<file path="src/common/fixedPointPkg.sv">
`default_nettype none

package fixedPointPkg;

    // Signed Q12.12 position, low 4 integer bits address a map cell
    typedef logic signed [23:0] fixedT;

    localparam int fracBits = 12;   // Fraction bits in fixedT

    // Start in the middle of cell (1,13)
    localparam fixedT playerXStart = 24'sh00_1800;  // 1.5
    localparam fixedT playerYStart = 24'sh00_D800;  // 13.5

    // Walking pace per frame
    // 10 * 2^-9 which is 80 LSBs, keeps a multiple of 8 for clean steps
    localparam fixedT playerMove = 24'sd80;

endpackage

`default_nettype wire

</file>
<file path="src/common/videoPkg.sv">
`default_nettype none

package videoPkg;

    typedef logic [9:0] coordT;     // Pixel coordinate, enough for 1024 positions
    typedef logic [1:0] levelT;     // 2bpp per channel, 64 colours in total

    // One pixel colour, one level per channel
    typedef struct packed {
        levelT r;
        levelT g;
        levelT b;
    } colourT;

    // Palette
    localparam colourT black        = '{r: 2'd0, g: 2'd0, b: 2'd0};
    localparam colourT darkGrey     = '{r: 2'd1, g: 2'd1, b: 2'd1};    // Ceiling
    localparam colourT lightGrey    = '{r: 2'd2, g: 2'd2, b: 2'd2};    // Floor
    localparam colourT borderPurple = '{r: 2'd1, g: 2'd0, b: 2'd1};
    localparam colourT gridBlue     = '{r: 2'd0, g: 2'd0, b: 2'd1};    // Dark blue map lines
    localparam colourT playerYellow = '{r: 2'd3, g: 2'd3, b: 2'd0};
    localparam colourT cellGreen    = '{r: 2'd0, g: 2'd1, b: 2'd0};    // Dark green

endpackage

`default_nettype wire

</file>
<file path="src/video/vgaTiming.sv">
`default_nettype none

module vgaTiming #(
    parameter int hVisible = 640,
    parameter int hFront   = 16,
    parameter int hSync    = 96,
    parameter int hBack    = 48,
    parameter int vVisible = 480,
    parameter int vFront   = 10,
    parameter int vSync    = 2,
    parameter int vBack    = 33
) (
    input  logic           clk,
    input  logic           reset,
    output videoPkg::coordT h,          // Horizontal scan position
    output videoPkg::coordT v,          // Vertical scan position
    output logic           visible,
    output logic           hsync,       // Active low
    output logic           vsync,       // Active low
    output logic           frameTick,   // One cycle at the scan origin
    output logic [10:0]    frameNum
);
    import videoPkg::*;

    localparam int hTotal = hVisible + hFront + hSync + hBack;
    localparam int vTotal = vVisible + vFront + vSync + vBack;

    // Window edges as coordinates
    localparam coordT hLast      = coordT'(hTotal - 1);
    localparam coordT vLast      = coordT'(vTotal - 1);
    localparam coordT hSyncStart = coordT'(hVisible + hFront);
    localparam coordT hSyncEnd   = coordT'(hVisible + hFront + hSync);    // First cycle after pulse
    localparam coordT vSyncStart = coordT'(vVisible + vFront);
    localparam coordT vSyncEnd   = coordT'(vVisible + vFront + vSync);
    localparam coordT hVisEnd    = coordT'(hVisible);
    localparam coordT vVisEnd    = coordT'(vVisible);

    // Scan counters, v steps when h wraps
    always_ff @(posedge clk) begin
        if (reset) begin
            h        <= '0;
            v        <= '0;
            frameNum <= '0;
        end else if (h == hLast) begin
            h <= '0;
            if (v == vLast) begin
                v        <= '0;
                frameNum <= frameNum + 11'd1;   // Counts on wrap back to line 0
            end else begin
                v <= v + 10'd1;
            end
        end else begin
            h <= h + 10'd1;
        end
    end

    // Decoded straight from the counters so sync lines up with h/v
    assign hsync = !(h >= hSyncStart && h < hSyncEnd);
    assign vsync = !(v >= vSyncStart && v < vSyncEnd);

    assign visible = h < hVisEnd && v < vVisEnd;

    // Frame start, animation happens on this edge
    assign frameTick = h == '0 && v == '0;

endmodule

`default_nettype wire

</file>
<file path="src/video/pixelComposer.sv">
`default_nettype none

module pixelComposer #(
    parameter int hVisible    = 640,
    parameter int vVisible    = 480,
    parameter int borderWidth = 66
) (
    input  videoPkg::coordT h,
    input  videoPkg::coordT v,
    input  logic           visible,
    input  logic           inOverlay,
    input  logic           inGridline,
    input  logic           inPlayerCell,
    input  logic           inPlayerPixel,
    input  videoPkg::levelT cellValue,     // Map value of the addressed cell
    output videoPkg::levelT red,
    output videoPkg::levelT green,
    output videoPkg::levelT blue
);
    import videoPkg::*;

    localparam coordT borderLeft  = coordT'(borderWidth);
    localparam coordT borderRight = coordT'(hVisible - borderWidth);
    localparam coordT horizon     = coordT'(vVisible / 2);

    colourT pix;        // Raw colour before blanking
    logic   inBorder;
    logic   ceiling;

    // Side bars framing the view
    assign inBorder = h < borderLeft || h >= borderRight;
    assign ceiling  = v < horizon;     // Upper half is ceiling

    // Highest priority first
    always_comb begin
        if (inPlayerPixel) begin
            pix = playerYellow;
        end else if (inPlayerCell) begin
            pix = cellGreen;
        end else if (inGridline) begin
            pix = gridBlue;
        end else if (inOverlay) begin
            pix = '{r: 2'd0, g: 2'd0, b: cellValue};   // Cell shade in blue only
        end else if (inBorder) begin
            pix = borderPurple;
        end else if (ceiling) begin
            pix = darkGrey;
        end else begin
            pix = lightGrey;    // Floor
        end
    end

    // Nothing is driven during blanking
    assign red   = visible ? pix.r : black.r;
    assign green = visible ? pix.g : black.g;
    assign blue  = visible ? pix.b : black.b;

endmodule

`default_nettype wire

</file>
<file path="src/player/playerState.sv">
`default_nettype none

module playerState (
    input  logic                 clk,
    input  logic                 reset,
    input  logic                 frameTick,
    input  logic                 writeNewPosition,  // Host overwrite, sampled at the tick
    input  logic                 moveL,
    input  logic                 moveR,
    input  logic                 moveF,
    input  logic                 moveB,
    input  fixedPointPkg::fixedT newPlayerX,
    input  fixedPointPkg::fixedT newPlayerY,
    output fixedPointPkg::fixedT playerX,
    output fixedPointPkg::fixedT playerY
);
    import fixedPointPkg::*;

    // Position updates once per frame only
    always_ff @(posedge clk) begin
        if (reset) begin
            playerX <= playerXStart;
            playerY <= playerYStart;
        end else if (frameTick) begin
            if (writeNewPosition) begin
                // Host position replaces motion for this frame
                playerX <= newPlayerX;
                playerY <= newPlayerY;
            end else begin
                // Left beats right
                if (moveL) begin
                    playerX <= playerX - playerMove;
                end else if (moveR) begin
                    playerX <= playerX + playerMove;
                end

                if (moveF) begin
                    playerY <= playerY - playerMove;   // Forward is up the map
                end else if (moveB) begin
                    playerY <= playerY + playerMove;
                end
            end
        end
    end

endmodule

`default_nettype wire

</file>
<file path="src/map/mapOverlay.sv">
`default_nettype none

module mapOverlay #(
    parameter int mapScale = 4     // Log2 of pixels per map cell
) (
    input  videoPkg::coordT      h,
    input  videoPkg::coordT      v,
    input  fixedPointPkg::fixedT playerX,
    input  fixedPointPkg::fixedT playerY,
    input  logic                 showMap,
    output logic                 inOverlay,
    output logic                 inGridline,
    output logic                 inPlayerCell,
    output logic                 inPlayerPixel,
    output videoPkg::levelT      cellValue
);
    import fixedPointPkg::*;
    import videoPkg::*;

    // 16 cells plus the closing gridline
    localparam int    overlaySizeInt = 16 * (2 ** mapScale) + 1;
    localparam coordT overlaySize    = coordT'(overlaySizeInt);

    logic [3:0]          cellCol;   // Map cell under the beam
    logic [3:0]          cellRow;
    logic [mapScale-1:0] subX;      // Pixel offset inside the cell
    logic [mapScale-1:0] subY;
    logic                onEdge;
    logic                onPost;

    assign cellCol = h[mapScale+3:mapScale];
    assign cellRow = v[mapScale+3:mapScale];
    assign subX    = h[mapScale-1:0];
    assign subY    = v[mapScale-1:0];

    // Fixed map in place of a ROM
    // Solid outer wall, with pillars on a 4-cell pitch inside
    assign onEdge = cellCol == 4'd0 || cellCol == 4'd15 || cellRow == 4'd0 || cellRow == 4'd15;
    assign onPost = cellCol[1:0] == 2'd0 && cellRow[1:0] == 2'd0;

    always_comb begin
        if (onEdge) begin
            cellValue = 2'd3;
        end else if (onPost) begin
            cellValue = 2'd1;
        end else begin
            cellValue = 2'd0;   // Open floor
        end
    end

    // Top left corner of the screen
    assign inOverlay  = showMap && h < overlaySize && v < overlaySize;
    assign inGridline = inOverlay && (subX == '0 || subY == '0);

    // Integer cell of the player vs cell on screen
    assign inPlayerCell = inOverlay
                          && playerX[fracBits+3:fracBits] == cellCol
                          && playerY[fracBits+3:fracBits] == cellRow;

    // Top fraction bits pick the pixel inside the cell
    assign inPlayerPixel = inPlayerCell
                           && playerX[fracBits-1 -: mapScale] == subX
                           && playerY[fracBits-1 -: mapScale] == subY;

endmodule

`default_nettype wire

</file>
<file path="src/source/raybox.sv">
`default_nettype none

module raybox #(
    parameter int hVisible    = 640,
    parameter int hFront      = 16,
    parameter int hSync       = 96,
    parameter int hBack       = 48,
    parameter int vVisible    = 480,
    parameter int vFront      = 10,
    parameter int vSync       = 2,
    parameter int vBack       = 33,
    parameter int mapScale    = 4,     // Map overlay cell is 2^mapScale pixels
    parameter int borderWidth = 66
) (
    input  logic                 clk,
    input  logic                 reset,
    input  logic                 showMap,           // Map overlay on/off
    input  logic                 moveL,
    input  logic                 moveR,
    input  logic                 moveF,
    input  logic                 moveB,
    input  logic                 writeNewPosition,  // Host position load
    input  fixedPointPkg::fixedT newPlayerX,
    input  fixedPointPkg::fixedT newPlayerY,
    output videoPkg::levelT      red,
    output videoPkg::levelT      green,
    output videoPkg::levelT      blue,
    output logic                 hsync,
    output logic                 vsync,
    output videoPkg::coordT      px,                // Current pixel
    output videoPkg::coordT      py,
    output logic [10:0]          frameNum
);
    import fixedPointPkg::*;
    import videoPkg::*;

    logic  visible;
    logic  frameTick;   // Start of frame
    fixedT playerX;
    fixedT playerY;
    logic  inOverlay;
    logic  inGridline;
    logic  inPlayerCell;
    logic  inPlayerPixel;
    levelT cellValue;

    // Scan position doubles as the pixel outputs
    vgaTiming #(
        .hVisible (hVisible),
        .hFront   (hFront),
        .hSync    (hSync),
        .hBack    (hBack),
        .vVisible (vVisible),
        .vFront   (vFront),
        .vSync    (vSync),
        .vBack    (vBack)
    ) timing_i (
        .clk       (clk),
        .reset     (reset),
        .h         (px),
        .v         (py),
        .visible   (visible),
        .hsync     (hsync),
        .vsync     (vsync),
        .frameTick (frameTick),
        .frameNum  (frameNum)
    );

    playerState player_i (
        .clk              (clk),
        .reset            (reset),
        .frameTick        (frameTick),
        .writeNewPosition (writeNewPosition),
        .moveL            (moveL),
        .moveR            (moveR),
        .moveF            (moveF),
        .moveB            (moveB),
        .newPlayerX       (newPlayerX),
        .newPlayerY       (newPlayerY),
        .playerX          (playerX),
        .playerY          (playerY)
    );

    mapOverlay #(
        .mapScale (mapScale)
    ) map_i (
        .h             (px),
        .v             (py),
        .playerX       (playerX),
        .playerY       (playerY),
        .showMap       (showMap),
        .inOverlay     (inOverlay),
        .inGridline    (inGridline),
        .inPlayerCell  (inPlayerCell),
        .inPlayerPixel (inPlayerPixel),
        .cellValue     (cellValue)
    );

    // Same-cycle colour, no pipeline stage
    pixelComposer #(
        .hVisible    (hVisible),
        .vVisible    (vVisible),
        .borderWidth (borderWidth)
    ) composer_i (
        .h             (px),
        .v             (py),
        .visible       (visible),
        .inOverlay     (inOverlay),
        .inGridline    (inGridline),
        .inPlayerCell  (inPlayerCell),
        .inPlayerPixel (inPlayerPixel),
        .cellValue     (cellValue),
        .red           (red),
        .green         (green),
        .blue          (blue)
    );

endmodule

`default_nettype wire

</file>
<file path="config.mk">
export PLATFORM = sky130hd
export DESIGN_NAME = raybox
export DESIGN_NICKNAME = d
export VERILOG_FILES = /design/src/common/fixedPointPkg.sv /design/src/common/videoPkg.sv /design/src/video/vgaTiming.sv /design/src/video/pixelComposer.sv /design/src/player/playerState.sv /design/src/map/mapOverlay.sv /design/src/source/raybox.sv
export SDC_FILE = /design/constraint.sdc
export NUM_CORES = 1
export LEC_CHECK = 0
export ABC_AREA = 1
export BUFFER_PORTS_ARGS = -buffer_cell sky130_fd_sc_hd__buf_2
export CAP_MARGIN = 15
export CORE_ASPECT_RATIO = 2
export CORE_MARGIN = 2
export CORE_UTILIZATION = 61
export CTS_BUF_LIST = sky130_fd_sc_hd__clkbuf_4 sky130_fd_sc_hd__clkbuf_8
export CTS_CLUSTER_SIZE = 20
export DETAILED_ROUTE_END_ITERATION = 6
export PLACE_DENSITY_LB_ADDON = 0.25
export SLEW_MARGIN = 15
export SYNTH_ARGS = -nofsm -noshare
export SYNTH_HDL_FRONTEND = slang
export SYNTH_HIERARCHICAL = 1
export SYNTH_SLANG_ARGS = --single-unit
export TNS_END_PERCENT = 5
</file>
<file path="constraint.sdc">
create_clock -name clk -period 2.39 [get_ports clk]
set_clock_uncertainty 0.15 [all_clocks]
set_input_delay 0.478 -clock clk [delete_from_list [all_inputs] [get_ports clk]]
set_output_delay 0.478 -clock clk [all_outputs]
set_load 0.005 [all_outputs]
</file>
# Yosys cells after proc, flatten, opt, wreduce, memory -nomap -nowiden
# Cells that the tools add are included.
[classes]
add_sub_neg = 7
order_cmp = 11
n_eq_ne = 8
muxes = 18
n_reduce_logical = 33
[op_table]
columns = ["cell", "n"]
rows = [
  ["$mux 24", 6],
  ["$add 24x8->24 const B", 2],
  ["$sub 24x8->24 const B", 2],
  ["$lt 10x9->1 const B", 4],
  ["$mux 6", 6],
  ["$add 10x1->10 const B", 2],
  ["$eq 10x10->1 const B", 2],
  ["$ge 10x10->1 const B", 2],
  ["$logic_not 10->1", 2],
  ["$lt 10x10->1 const B", 2],
  ["$eq 4x4->1", 4],
  ["$logic_not 4->1", 4],
  ["$logic_and 1x1->1", 12],
  ["$add 11x1->11 const B", 1],
  ["$ge 10x9->1 const B", 1],
  ["$lt 10x7->1 const B", 1],
  ["$lt 10x8->1 const B", 1],
  ["$mux 10", 1],
  ["$eq 4x4->1 const B", 2],
  ["$mux 2", 4],
  ["$reduce_and 2->1", 3],
  ["$reduce_bool 3->1", 2],
  ["$logic_or 1x1->1", 5],
  ["$logic_not 2->1", 2],
  ["other kinds (3)", 4],
]
[totals]
regBits = 79
wordCells = 82

# Longest topological paths before layout
# Gate-level depths: netlist of run 1.
[logic_depth]
depth_word = 10
mapped_depth = 13
depth_no_buf = 13

# By module
# Netlist of run 1, hierarchy kept.
[by_module_without_submodules]
columns = ["module", "n_inst", "cells_each", "area_per_inst_um2", "seq_area_each_um2"]
rows = [
  ["playerState", 1, 739, 4400.5, 960.9],
  ["vgaTiming", 1, 284, 1904.3, 620.6],
  ["mapOverlay", 1, 88, 397.9, 0.0],
  ["pixelComposer", 1, 39, 190.2, 0.0],
]

# Least setup slack after synthesis of run 1
# OpenSTA, ideal clock, no wires.
[synth_path]
path_type = "reg2out"
from = "register timing_i.h[4]"
to = "output red[1]"
arrival_time_ns = 1.683
t_required_ns = 1.762
path_slack_ns = 0.079
path_stages_with_launch = 12
n_path_buf = 1
path_cell_list = "dfxtp_1 nor2_2 nand2_1 nor2_1 nor2_1 nor2_2 nand2_1 a21oi_1 nor3_1 nand4_1 a21oi_1 buf_4"
[synth_between]
elab_cells_between_ends = 20
cone_classes = "order compare (4); eq/ne (1); mux (6); reduce/logical (9)"
[synth_rtl]
columns = ["element", "line_no", "rtl"]
rows = [
  ["start, declared", "vgaTiming.sv:15", "output videoPkg::coordT h,"],
  ["start signal, assigned", "vgaTiming.sv:53", "h <= h + 10'd1;"],
  ["$lt 10x9->1", "mapOverlay.sv:52", "assign inOverlay = showMap && h < overlaySize && v < overlaySize;"],
  ["$logic_and 1x1->1 (2 in series)", "mapOverlay.sv:52", ""],
  ["$logic_and 1x1->1", "mapOverlay.sv:53", "assign inGridline = inOverlay && (subX == '0 || subY == '0);"],
  ["via inGridline", "raybox.sv:42", "logic inGridline;"],
  ["$mux 6", "pixelComposer.sv:40", "end else if (inGridline) begin"],
  ["$mux 6", "pixelComposer.sv:38", "end else if (inPlayerCell) begin"],
  ["$mux 6", "pixelComposer.sv:36", "if (inPlayerPixel) begin"],
  ["$mux 2", "pixelComposer.sv:54", "assign red = visible ? pix.r : black.r;"],
  ["end, declared", "raybox.sv:25", "output videoPkg::levelT red,"],
]
# The timed path passes the listed nets, and every way through them passes these cells.

# Worst setup path in the final report of run 1
[layout_path]
from = "register timing_i.h[7]"
to = "output blue[1]"
[layout_between]
elab_cells_between_ends = 26
cone_classes = "order compare (4); eq/ne (2); mux (7); reduce/logical (13)"
[layout_rtl]
columns = ["element", "line_no", "rtl"]
rows = [
  ["$lt 10x10->1", "vgaTiming.sv:61", "assign visible = h < hVisEnd && v < vVisEnd;"],
  ["$logic_and 1x1->1", "vgaTiming.sv:61", ""],
  ["via visible", "raybox.sv:37", "logic visible;"],
  ["$mux 2", "pixelComposer.sv:56", "assign blue = visible ? pix.b : black.b;"],
  ["end, declared", "raybox.sv:27", "output videoPkg::levelT blue,"],
]
# The timed path passes the listed nets, and every way through them passes these cells.

==> results.sh, run 1 <==
export IMPL_root_buffer="clkbuf_8"
export IMPL_startpoint_type="register"
export IMPL_setup_worst_path_end_class="output pin"
export IMPL_dp_cells=953
export IMPL_grt_pass1_wl_um=22400
export IMPL_row_count=45
export IMPL_synth_warnings=6
export IMPL_powerDensity_nw_per_um2=453
export IMPL_ant_nets=0
export IMPL_power_leakage_nw=2.96
export IMPL_slew_headroom=0.596
export IMPL_place_congestion=0.944
export IMPL_worstPathCellList="buf_4 > inv_2 > nor3_1 > nor4_2 > nand2_1 > nor2_1 > o21ai_1 > a21oi_1 > buf_2"
export IMPL_grt_setup_unrepaired="true"
export IMPL_fin_cells=970
export IMPL_setup_violations_final=7
export IMPL_hpwl_um=10300
export IMPL_crit_fanout=6
export IMPL_rrSetupSlack_ps=150
export IMPL_antenna_cells=0
export IMPL_ctsHoldBuffers=0
export IMPL_drtIter0Drc=516
export IMPL_r2r_end="player_i/playerY[9]"
export IMPL_synthesis_nets=863
export IMPL_slew_violations=0
export IMPL_clock_path_buffers=2
export IMPL_dr_pass1_iters=5
export IMPL_tightest_slew_ps=606
export IMPL_die_h_um=130
export IMPL_fin_ws_ps=-166
export IMPL_route_vias_total=5439
export IMPL_period_needed_ps=2560
export IMPL_maxCapViolCount=0
export IMPL_final_cell_area_um2=5750
export IMPL_drc=0
export IMPL_dp_slack_ps=21.7
export IMPL_die_w_um=66.8
export IMPL_drive_gt1_frac=0.247
export IMPL_io_pin_count=95
export IMPL_initial_core_util=0.632
export IMPL_status="finished, violations left"
export IMPL_cts_buffers=5
export IMPL_clkTransAtPathRegs_ps=100
export IMPL_hold_slack_ps=235
export IMPL_antenna_found_initial=0
export IMPL_arrival_ps=1930
export IMPL_hp_class="in2reg"
export IMPL_clock_sinks=55
export IMPL_cts_tree="done"
export IMPL_slowest_delay_ps=390
export IMPL_worstHoldPathCells=3
export IMPL_netlist_area_um2=4810
export IMPL_worstPathRequired_ps=1760
export IMPL_peakVddDrop_v=0.000436
export IMPL_timing_fmax_mhz=391
export IMPL_clock_latency_ps=330
export IMPL_finalHoldViolCount=0
export IMPL_port_buffers=70
export IMPL_layout_area_overhead_vs_synth_pct=19.7
export IMPL_vias_per_cell=5.61
export IMPL_violations="negative setup slack"
export IMPL_cp_endpoint="blue[1]"
export IMPL_gr_total_overflow=0
export IMPL_critPathLaunch="timing_i/h[7]"
export IMPL_nets=961
export IMPL_first_global_vias=5256
export IMPL_r2r_start="timing_i/v[5]"
export IMPL_worst_r2r_path_depth=11
export IMPL_core_area_um2=7600
export IMPL_grt_max_degree=27
export IMPL_fin_crit_sh=1.07
export IMPL_synth_cells=777
export IMPL_fin_util=0.757
export IMPL_critical_path_class="reg2out"
export IMPL_wl_per_cell_um=13.9
export IMPL_dieArea_um2=8650
export IMPL_grt_usage=0.328
export IMPL_syn_avg_cell_area_um2=6.19
export IMPL_place_area_um2=5390
export IMPL_critical_path_slowest_cell="dfxtp_4"
export IMPL_cts_max_level=2
export IMPL_wl_um=13500
[worst max-delay path, delay by kind of cell (launching register included)]
kind | cells | cell delay (ps)
AOI/OAI and AO/OA | 2 | 170
and+or+nand+nor | 4 | 680
buffers and inverters | 3 | 360
DFF | 1 | 390
[where the power goes]
| part | total [W] | switching [W] | internal (W) |
|---|---|---|---|
| clock | 0.000558 | 0.000347 | 0.000211 |
| sequential | 0.00106 | 0.0000749 | 0.000982 |
| combinational | 0.000989 | 0.000584 | 0.000406 |
| total | 0.00260 | 0.00101 | 0.00160 |
[layout make-up]
cell class,count,area (µm²)
well taps,94,118
clock buffers,5,68.8
flip-flops and latches,55,1150
repair buffers,112,686
fillers,604,1850
multi-input cells,584,3260
clock inverters,3,25.0
inverters,117,439
[through the flow]
stage                     power (W)  TNS (ps)
after floorplan             0.00178         0
after CTS                   0.00260      -389
after global placement      0.00199         0
final                       0.00260      -728
after global routing        0.00278     -1560
after detailed placement    0.00202         0
[layer usage]
metal	vias to the layer above	GRT usage	part of all wire
met5	-	0	0
li1	2668	-	-
met3	79	0.0408	0.058
met2	266	0.620	0.53
met1	2426	0.321	0.35
met4	0	0.209	0.064
[registers in the layout (all words and copies together) (netlist names)]
name,flops
timing_i/v,10
player_i/playerY,12
player_i/playerX,12
timing_i/h,10
timing_i/frameNum,11
[what timing repair did]
item                       CTS  global route
setup endpoints to repair    7            19
buffers inserted             9             0
resized for setup           53            16
pin swaps                    7             5
cloned                       0             0
[how the worst min path moves through the flow]
stage / slack (ps) / end / start
floorplan: 330 / player_i/playerX[11] / player_i/playerX[11]
global placement: 350 / timing_i/frameNum[1] / timing_i/frameNum[1]
CTS: 230 / player_i/playerX[12] / newPlayerX[12]
finish: 230 / player_i/playerX[12] / newPlayerX[12]
detailed placement: 360 / timing_i/frameNum[4] / timing_i/frameNum[4]
global route: 240 / player_i/playerX[12] / newPlayerX[12]
[cells in the final DEF (no fill, tap or decap), types with 13 or more instances in the layout]
cell type and instances:
a21oi_1 71, dfxtp_2 17, ha_1 28, buf_4 39, inv_1 108, dfxtp_1 30
nand3_1 48, buf_2 70, nand2_1 218, nor2_1 65, o21ai_0 20, xor2_1 14
xnor2_1 13
Power figures use the tool's default switching activity.
==> inputs of run 2 (changes only) <==
--- a/config.mk
+++ b/config.mk
@@ -7,3 +7,2 @@
 export LEC_CHECK = 0
-export ABC_AREA = 1
 export BUFFER_PORTS_ARGS = -buffer_cell sky130_fd_sc_hd__buf_2
@@ -12,3 +11,3 @@
 export CORE_MARGIN = 2
-export CORE_UTILIZATION = 61
+export CORE_UTILIZATION = 60
 export CTS_BUF_LIST = sky130_fd_sc_hd__clkbuf_4 sky130_fd_sc_hd__clkbuf_8
@@ -17,2 +16,3 @@
 export PLACE_DENSITY_LB_ADDON = 0.25
+export SETUP_SLACK_MARGIN = 0.2
 export SLEW_MARGIN = 15
--- a/constraint.sdc
+++ b/constraint.sdc
@@ -4,2 +4,2 @@
 set_output_delay 0.478 -clock clk [all_outputs]
-set_load 0.005 [all_outputs]
+set_load 0.05 [all_outputs]
==> results.sh, run 2 <==
export IMPL_rrSetupSlack_ps=-160
export IMPL_startpoint_type="register"
export IMPL_slowest_delay_ps=540
export IMPL_worstPathRequired_ps=1760
export IMPL_mostFrequentLayoutCells="85 x buf_4, 62 x buf_2, 38 x nor2_1, 35 x dfxtp_1, 33 x a21oi_1"
export IMPL_r2r_end="player_i/playerX[14]"
export IMPL_fin_ws_ps=-802
export IMPL_place_area_um2=5250
export IMPL_setup_violations_final=26
export IMPL_reg_top3="player_i/playerX: 12 flops, player_i/playerY: 12 flops, timing_i/frameNum: 11 flops"
export IMPL_peakVddDrop_v=0.000360
export IMPL_antenna_found_initial=0
export IMPL_maxCapViolCount=0
export IMPL_die_w_um=63.1
export IMPL_clkTransAtPathRegs_ps=110
export IMPL_row_count=43
export IMPL_power_leakage_nw=2.38
export IMPL_die_h_um=122
export IMPL_syn_avg_cell_area_um2=8.06
export IMPL_critical_path_class="reg2out"
export IMPL_finalHoldViolCount=0
export IMPL_hold_slack_ps=260
export IMPL_slew_headroom=0.680
export IMPL_clock_path_buffers=2
export IMPL_seq_area_um2=1150
export IMPL_hpwl_um=8790
export IMPL_status="finished, violations left"
export IMPL_ant_nets=0
export IMPL_powerDensity_nw_per_um2=506
export IMPL_gr_total_overflow=0
export IMPL_antenna_cells=0
export IMPL_cts_buffers=5
export IMPL_crit_fanout=2
export IMPL_cts_max_level=2
export IMPL_synth_cells=520
export IMPL_tightest_slew_ps=480
export IMPL_arrival_ps=2560
export IMPL_synth_warnings=6
export IMPL_wl_per_cell_um=17.2
export IMPL_grt_pass1_wl_um=19900
export IMPL_initial_core_util=0.614
export IMPL_layout_commonest_cell="buf_4"
export IMPL_n_fill_cell=445
export IMPL_grt_setup_unrepaired="true"
export IMPL_wl_um=12800
export IMPL_final_cell_area_um2=5650
export IMPL_layout_area_overhead_vs_synth_pct=34.8
export IMPL_synthesis_nets=606
export IMPL_vias_per_cell=6.21
export IMPL_place_congestion=0.895
export IMPL_dieArea_um2=7710
export IMPL_dr_pass1_iters=5
export IMPL_route_vias_total=4631
export IMPL_cts_tree="done"
export IMPL_path_common_cell="buf_4"
export IMPL_period_needed_ps=3190
export IMPL_core_area_um2=6830
export IMPL_dp_slack_ps=-535
export IMPL_worstPathCellList="or4_4 > o21a_1 > or3_4 > nor4_4 > buf_4 > buf_4 > nor4b_1 > o41a_2 > buf_8"
export IMPL_drive_gt1_frac=0.389
export IMPL_clock_sinks=55
export IMPL_setup_worst_path_end_class="output pin"
export IMPL_slew_violations=0
export IMPL_worst_r2r_path_depth=11
export IMPL_violations="negative setup slack"
export IMPL_port_buffers=70
export IMPL_io_pin_count=95
export IMPL_grt_max_degree=32
export IMPL_fin_crit_sh=1.34
export IMPL_nets=741
export IMPL_timing_fmax_mhz=313
export IMPL_clock_latency_ps=320
export IMPL_multi_input_area_um2=3010
export IMPL_drc=0
export IMPL_drtIter0Drc=370
export IMPL_critPathLaunch="timing_i/v[2]"
export IMPL_cp_endpoint="blue[0]"
export IMPL_hp_class="in2reg"
export IMPL_r2r_start="timing_i/h[0]"
export IMPL_critical_path_slowest_cell="or4_4"
export IMPL_netlist_area_um2=4190
export IMPL_root_buffer="clkbuf_8"
export IMPL_fin_util=0.827
export IMPL_grt_usage=0.323
export IMPL_first_global_vias=4422
run 2: layer usage:
metal / vias up / track usage / share of wire
met5: - / 0 / 0
met3: 51 / 0.0394 / 0.051
met4: 0 / 0.179 / 0.040
met1: 2189 / 0.366 / 0.38
li1: 2196 / - / -
met2: 195 / 0.578 / 0.53
run 2: timing repair:
action / CTS / global route
hold buffers: 0 / 0
pin swaps: 14 / 19
setup endpoints to repair: 49 / 52
endpoints found under the hold margin: 0 / 0
gates cloned: 0 / 0
setup buffers: 5 / 0
gates resized for setup: 37 / 29
run 2: power breakdown:
group          switching [W]  leakage (nW)  internal [W]
logic               0.000601          1.86      0.000569
registers          0.0000600         0.461      0.000982
clock network       0.000333        0.0587      0.000318
run 2: critical path: cells and delay by family (launching register included):
family          cells  cell delay, ps
simple gates        4            1110
buf+inv             3             430
flops               1             360
compound gates      2             350
run 2: worst min path at each step:
| stage | startpoint | to | depth (start not counted) |
|---|---|---|---|
| final | newPlayerY[4] | player_i/playerY[4] | 3 |
| after floorplan | player_i/playerX[5] | player_i/playerX[5] | 2 |
| after CTS | newPlayerY[4] | player_i/playerY[4] | 3 |
| after global placement | timing_i/frameNum[10] | timing_i/frameNum[10] | 2 |
| after global routing | newPlayerY[4] | player_i/playerY[4] | 3 |
| after detailed placement | timing_i/frameNum[5] | timing_i/frameNum[5] | 2 |
run 2: cell type report:
| class | instances | share of cell area |
|---|---|---|
| clock buffers | 5 | 0.0122 |
| clock inverters | 3 | 0.00841 |
| inverters | 17 | 0.0113 |
| multi-input cells | 409 | 0.533 |
| flip-flops and latches | 55 | 0.203 |
| well taps | 90 | 0.0199 |
| repair buffers | 167 | 0.213 |
run 2: per-stage QoR:
stage	setup TNS [ps]	power, W	cells
after floorplan	-3760	0.00177	520
after global placement	-5770	0.00212	733
after detailed placement	-6370	0.00215	733
after CTS	-5250	0.00282	746
after global routing	-8600	0.00301	746
final	-6180	0.00286	746
